==> config.mk <==
export PLATFORM = sky130hd
export DESIGN_NAME = fml_arbiter
export DESIGN_NICKNAME = d
export VERILOG_FILES = /design/src/design/meter_pkg.sv /design/src/design/fml_arbiter.sv
export SDC_FILE = /design/constraint.sdc
export NUM_CORES = 1
export LEC_CHECK = 0
export BUFFER_PORTS_ARGS = -buffer_cell sky130_fd_sc_hd__buf_2
export CAP_MARGIN = 20
export CORE_AREA = 2 2 90 92
export CTS_CLUSTER_DIAMETER = 60
export CTS_CLUSTER_SIZE = 25
export DETAILED_ROUTE_END_ITERATION = 7
export DIE_AREA = 0 0 92 94
export PLACE_DENSITY = 0.52
export SETUP_SLACK_MARGIN = 0.1
export SYNTH_ARGS = -nofsm -noshare
export SYNTH_HDL_FRONTEND = slang
export SYNTH_SLANG_ARGS = --single-unit
==> constraint.sdc <==
create_clock -name sys_clk -period 5 [get_ports sys_clk]
set_clock_uncertainty 0.2 [all_clocks]
set_input_delay 1.25 -clock sys_clk [delete_from_list [all_inputs] [get_ports sys_clk]]
set_output_delay 1.25 -clock sys_clk [all_outputs]
set_load 0.01 [all_outputs]
==> src/design/meter_pkg.sv <==
/*
 * Memory bus meter subsystem package
 * Shared widths, sizes, bus and APB structs, arbiter states
 * and the word offsets of the meter registers
 */

`default_nettype none

package meter_pkg;

	// Memory bus geometry
	localparam int ADR_W = 10;
	localparam int DATA_W = 32;
	localparam int MEM_DEPTH = 1024;

	// Trace memory geometry
	localparam int CAP_DEPTH = 64;
	// Extra top bit flags a stopped capture
	localparam int CAP_PTR_W = 7;

	// Meter register word offsets
	localparam logic [2:0] REG_CTRL = 3'd0;
	localparam logic [2:0] REG_STB_COUNT = 3'd1;
	localparam logic [2:0] REG_ACK_COUNT = 3'd2;
	localparam logic [2:0] REG_CAP_WPTR = 3'd3;
	localparam logic [2:0] REG_CAP_RPTR = 3'd4;
	localparam logic [2:0] REG_CAP_DATA = 3'd5;

	typedef logic [ADR_W-1:0] bus_adr_t;
	typedef logic [DATA_W-1:0] bus_data_t;
	typedef logic [31:0] count_t;
	typedef logic [CAP_PTR_W-1:0] cap_ptr_t;
	typedef logic [CAP_PTR_W-2:0] cap_idx_t;
	typedef logic [4:0] apb_addr_t;
	typedef logic [31:0] apb_data_t;

	// Master to memory request
	typedef struct packed {
		logic stb;
		logic we;
		bus_adr_t adr;
		bus_data_t dat_w;
	} fml_req_t;

	// Memory to master response
	typedef struct packed {
		logic ack;
		bus_data_t dat_r;
	} fml_rsp_t;

	// APB request, no wait states, no error response
	typedef struct packed {
		logic psel;
		logic penable;
		logic pwrite;
		apb_addr_t paddr;
		apb_data_t pwdata;
	} apb_req_t;

	typedef struct packed {
		logic pready;
		apb_data_t prdata;
	} apb_rsp_t;

	typedef enum logic [1:0] {
		ARB_IDLE,
		ARB_M0,
		ARB_M1
	} arb_state_t;

endpackage

`default_nettype wire

==> src/design/fml_arbiter.sv <==
/*
 * Two-master round-robin arbiter
 * Grants the shared memory link from strobe until acknowledge
 * and routes the response to the granted master only
 */

`timescale 1ns/1ps
`default_nettype none

module fml_arbiter (
	input  wire logic                sys_clk,
	input  wire logic                sys_rst,
	input  wire meter_pkg::fml_req_t m0_req,
	input  wire meter_pkg::fml_req_t m1_req,
	output meter_pkg::fml_rsp_t      m0_rsp,
	output meter_pkg::fml_rsp_t      m1_rsp,
	output meter_pkg::fml_req_t      mem_req,
	input  wire meter_pkg::fml_rsp_t mem_rsp
);

	meter_pkg::arb_state_t state_q;
	meter_pkg::arb_state_t state_d;
	// Set when master 1 was served last
	logic last_m1_q;
	// Choice made while idle
	logic pick_m1;
	logic grant_m0;
	logic grant_m1;

	// Round-robin pick, only matters on a tie
	always_comb begin
		if (m0_req.stb && m1_req.stb)
			pick_m1 = ~last_m1_q;
		else
			pick_m1 = m1_req.stb;
	end

	// Grant is live in the strobe cycle, then held by state
	always_comb begin
		grant_m0 = 1'b0;
		grant_m1 = 1'b0;
		case (state_q)
			meter_pkg::ARB_M0: grant_m0 = 1'b1;
			meter_pkg::ARB_M1: grant_m1 = 1'b1;
			default: begin
				grant_m1 = pick_m1;
				grant_m0 = m0_req.stb & ~pick_m1;
			end
		endcase
	end

	always_comb begin
		state_d = state_q;
		case (state_q)
			meter_pkg::ARB_IDLE: begin
				if (grant_m1)
					state_d = meter_pkg::ARB_M1;
				else if (grant_m0)
					state_d = meter_pkg::ARB_M0;
			end
			// Release on the acknowledge cycle
			default: if (mem_rsp.ack) state_d = meter_pkg::ARB_IDLE;
		endcase
	end

	always_ff @(posedge sys_clk) begin
		if (sys_rst) begin
			state_q <= meter_pkg::ARB_IDLE;
			last_m1_q <= 1'b0;
		end else begin
			state_q <= state_d;
			if (mem_rsp.ack)
				last_m1_q <= grant_m1;
		end
	end

	// Request mux, strobe only when someone holds the grant
	always_comb begin
		mem_req = grant_m1 ? m1_req : m0_req;
		mem_req.stb = (grant_m0 & m0_req.stb) | (grant_m1 & m1_req.stb);
	end

	// Read data fans out, ack only to the owner
	always_comb begin
		m0_rsp.dat_r = mem_rsp.dat_r;
		m1_rsp.dat_r = mem_rsp.dat_r;
		m0_rsp.ack = mem_rsp.ack & grant_m0;
		m1_rsp.ack = mem_rsp.ack & grant_m1;
	end

endmodule

`default_nettype wire

==> flow_metrics.env <==
export IMPL_synth_top_area_frac=0.375
export IMPL_finalSetupTns_ns=0
export IMPL_worstPathMaxFanout=49
export IMPL_n_antenna_cell=0
export IMPL_final_setup_worst_slack_ns=1.04
export IMPL_drt_wl_total_um=3300
export IMPL_yosys_area_top_type="buf_4"
export IMPL_syn_nets=270
export IMPL_relSlewSlack=0.802
export IMPL_place_congestion=0.682
export IMPL_ctsLongestPathBuffers=2
export IMPL_critPathRequiredTime_ns=3.55
export IMPL_grt_max_degree=50
export IMPL_cts_tree="done"
export IMPL_clock_latency_ns=0.21
export IMPL_drv_slew=0
export IMPL_holdBufCountCts=0
export IMPL_core_region_area_mm2=0.00761
export IMPL_synthCells=144
export IMPL_syn2layout_area_growth_pct=27.8
export IMPL_worstHoldStart="state_q[1]"
export IMPL_min_period_ns=3.96
export IMPL_antenna_found_initial=0
export IMPL_yosysSeqAreaShare=0.0469
export IMPL_chipHeight_um=94
export IMPL_crit_type="primary input to output pin"
export IMPL_status="completed"
export IMPL_hold_class="register to register"
export IMPL_first_global_vias=1036
export IMPL_rows=32
export IMPL_crit_path_end_kind="output pin"
export IMPL_hold_violations=0
export IMPL_ys_warn_count=0
export IMPL_dr_first_iter_drc_count=21
export IMPL_r2r_start="state_q[0]"
export IMPL_power_density_mw_per_mm2=432
export IMPL_htree_levels=1
export IMPL_ys_ff_latch=3
export IMPL_drive_above_1_share=0.861
export IMPL_overflow=0
export IMPL_cp_startpoint="m1_req[43]"
export IMPL_clockRootBuffer="clkbuf_8"
export IMPL_track_usage=0.0675
export IMPL_initial_core_util=0.168
export IMPL_p_leak_nw=0.874
export IMPL_avgSynthCellArea_um2=8.89
export IMPL_fin_nets=343
export IMPL_worstMarginPinSlew_ns=0.295
export IMPL_cts_resized=0
export IMPL_post_route_period_util=0.792
export IMPL_clock_sinks=3
export IMPL_die_w_um=92
export IMPL_grt_pass1_wl_um=4690
export IMPL_finalSetupViolCount=0
export IMPL_fmax_mhz=252
export IMPL_dp_slack_ns=1.03
export IMPL_clkTransAtPathRegs_ns=0.03
export IMPL_dieArea_mm2=0.00865
export IMPL_numCtsBuffers=3
export IMPL_peakVddDrop_uv=142
export IMPL_cap_viol_max_count=0
export IMPL_rsz0062_at_grt="no"
export IMPL_start_kind="primary input"
export IMPL_drt_pre_antenna_iters=4
export IMPL_synth_area_mm2=0.00128
export IMPL_vias_per_cell=3.65
export IMPL_crit_arrival_ns=2.51
export IMPL_via_count=1160
export IMPL_io_buffer_count=136
export IMPL_avgRoutedWirePerCell_um=10.4
export IMPL_ios=233
export IMPL_cts_setup_buffers=0
export IMPL_synthTopCellsByArea="buf_4 (38%), mux2_2 (33%), mux2_4 (5.9%)"
export IMPL_drcViolationCount=0
export IMPL_ant_nets=0
export IMPL_dp_hpwl_um=2860
export IMPL_synthDistinctLibCells=23
-- worst paths after layout --
path | to | slack (ns) | cells past startpoint
min | state_q[1] | 0.28 | 2
max reg2reg | state_q[0] | 3.10 | 6
max | mem_req[9] | 1.04 | 6
min reg2reg | state_q[1] | 0.28 | 2
-- routing by layer --
| metal | track usage | up-vias | routed length [µm] |
|---|---|---|---|
| li1 | - | 562 | - |
| met2 | 0.119 | 104 | 1630 |
| met4 | 0.0286 | 0 | 46 |
| met1 | 0.0690 | 486 | 1110 |
| met5 | 0 | - | 0 |
| met3 | 0.0305 | 8 | 510 |
-- cell type report --
type / instances / area (µm²)
clock buffers: 4 / 45.0
well taps: 102 / 128
multi-input cells: 67 / 683
repair buffers: 137 / 701
inverters: 5 / 18.8
flip-flops and latches: 3 / 60.1
fillers: 860 / 5970
-- cells in the mapped netlist --
library cell	number
a211oi_1	1
a32oi_1	1
buf_6	2
nand2_1	5
nor2b_1	2
mux2_4	5
ha_1	3
o31ai_2	1
o21ai_0	1
o21ai_1	1
buf_2	3
mux2i_4	1
nand2b_1	1
mux2_2	38
dfxtp_1	3
nor2_1	2
buf_4	64
o22a_1	1
a21boi_2	1
nor3_1	1
a21oi_1	1
and2_1	1
inv_1	5
-- cells by family after synthesis --
kind of cell	count (synthesis)	share of synthesized area
AOI/OAI and AO/OA	8	0.0498
buffers and inverters	74	0.419
and+or+nand+nor	12	0.0440
DFF	3	0.0469
muxes	44	0.411
adders and majority gates	3	0.0293
-- worst max-delay path, stage by stage --
cell	delay (ns)
buf_2	0.11
a21boi_2	0.16
mux2i_4	0.16
buf_12	0.26
mux2_2	0.38
buf_2	0.14
-- per-stage QoR --
stage | hold WS (ns) | utilization | instances | total power [mW] | cell area [µm²]
6_report | 0.283 | 0.215 | 318 | 0.707 | 1640
5_1_grt | 0.339 | 0.215 | 318 | 0.764 | 1640
4_1_cts | 0.288 | 0.215 | 318 | 0.722 | 1640
3_5_place_dp | 0.286 | 0.209 | 314 | 0.646 | 1590
3_3_place_gp | 0.285 | 0.209 | 314 | 0.641 | 1590
2_1_floorplan | 0.255 | - | 144 | 0.519 | 1280
-- cell usage in the layout (no fill, tap or decap), types with 2 or more instances in the layout --
cell / Yosys / layout
buf_2: 3 / 136
mux2_2: 38 / 38
inv_1: 5 / 5
mux2_4: 5 / 5
nand2_1: 5 / 5
ha_1: 3 / 3
clkbuf_8: 0 / 3
dfxtp_1: 3 / 3
nor2b_1: 2 / 2
nor2_1: 2 / 2
-- state kept, by name (all words and copies together), names as in the netlist --
register / cells
last_m1_q: 1
state_q: 2
-- report_power, final --
part           leakage (nW)  switching (mW)  internal [mW]
registers            0.0247         0.00724         0.0326
logic                 0.827           0.274          0.323
clock network        0.0228          0.0154         0.0543
total                 0.874           0.296          0.410
(Power assumes the default switching activity.)
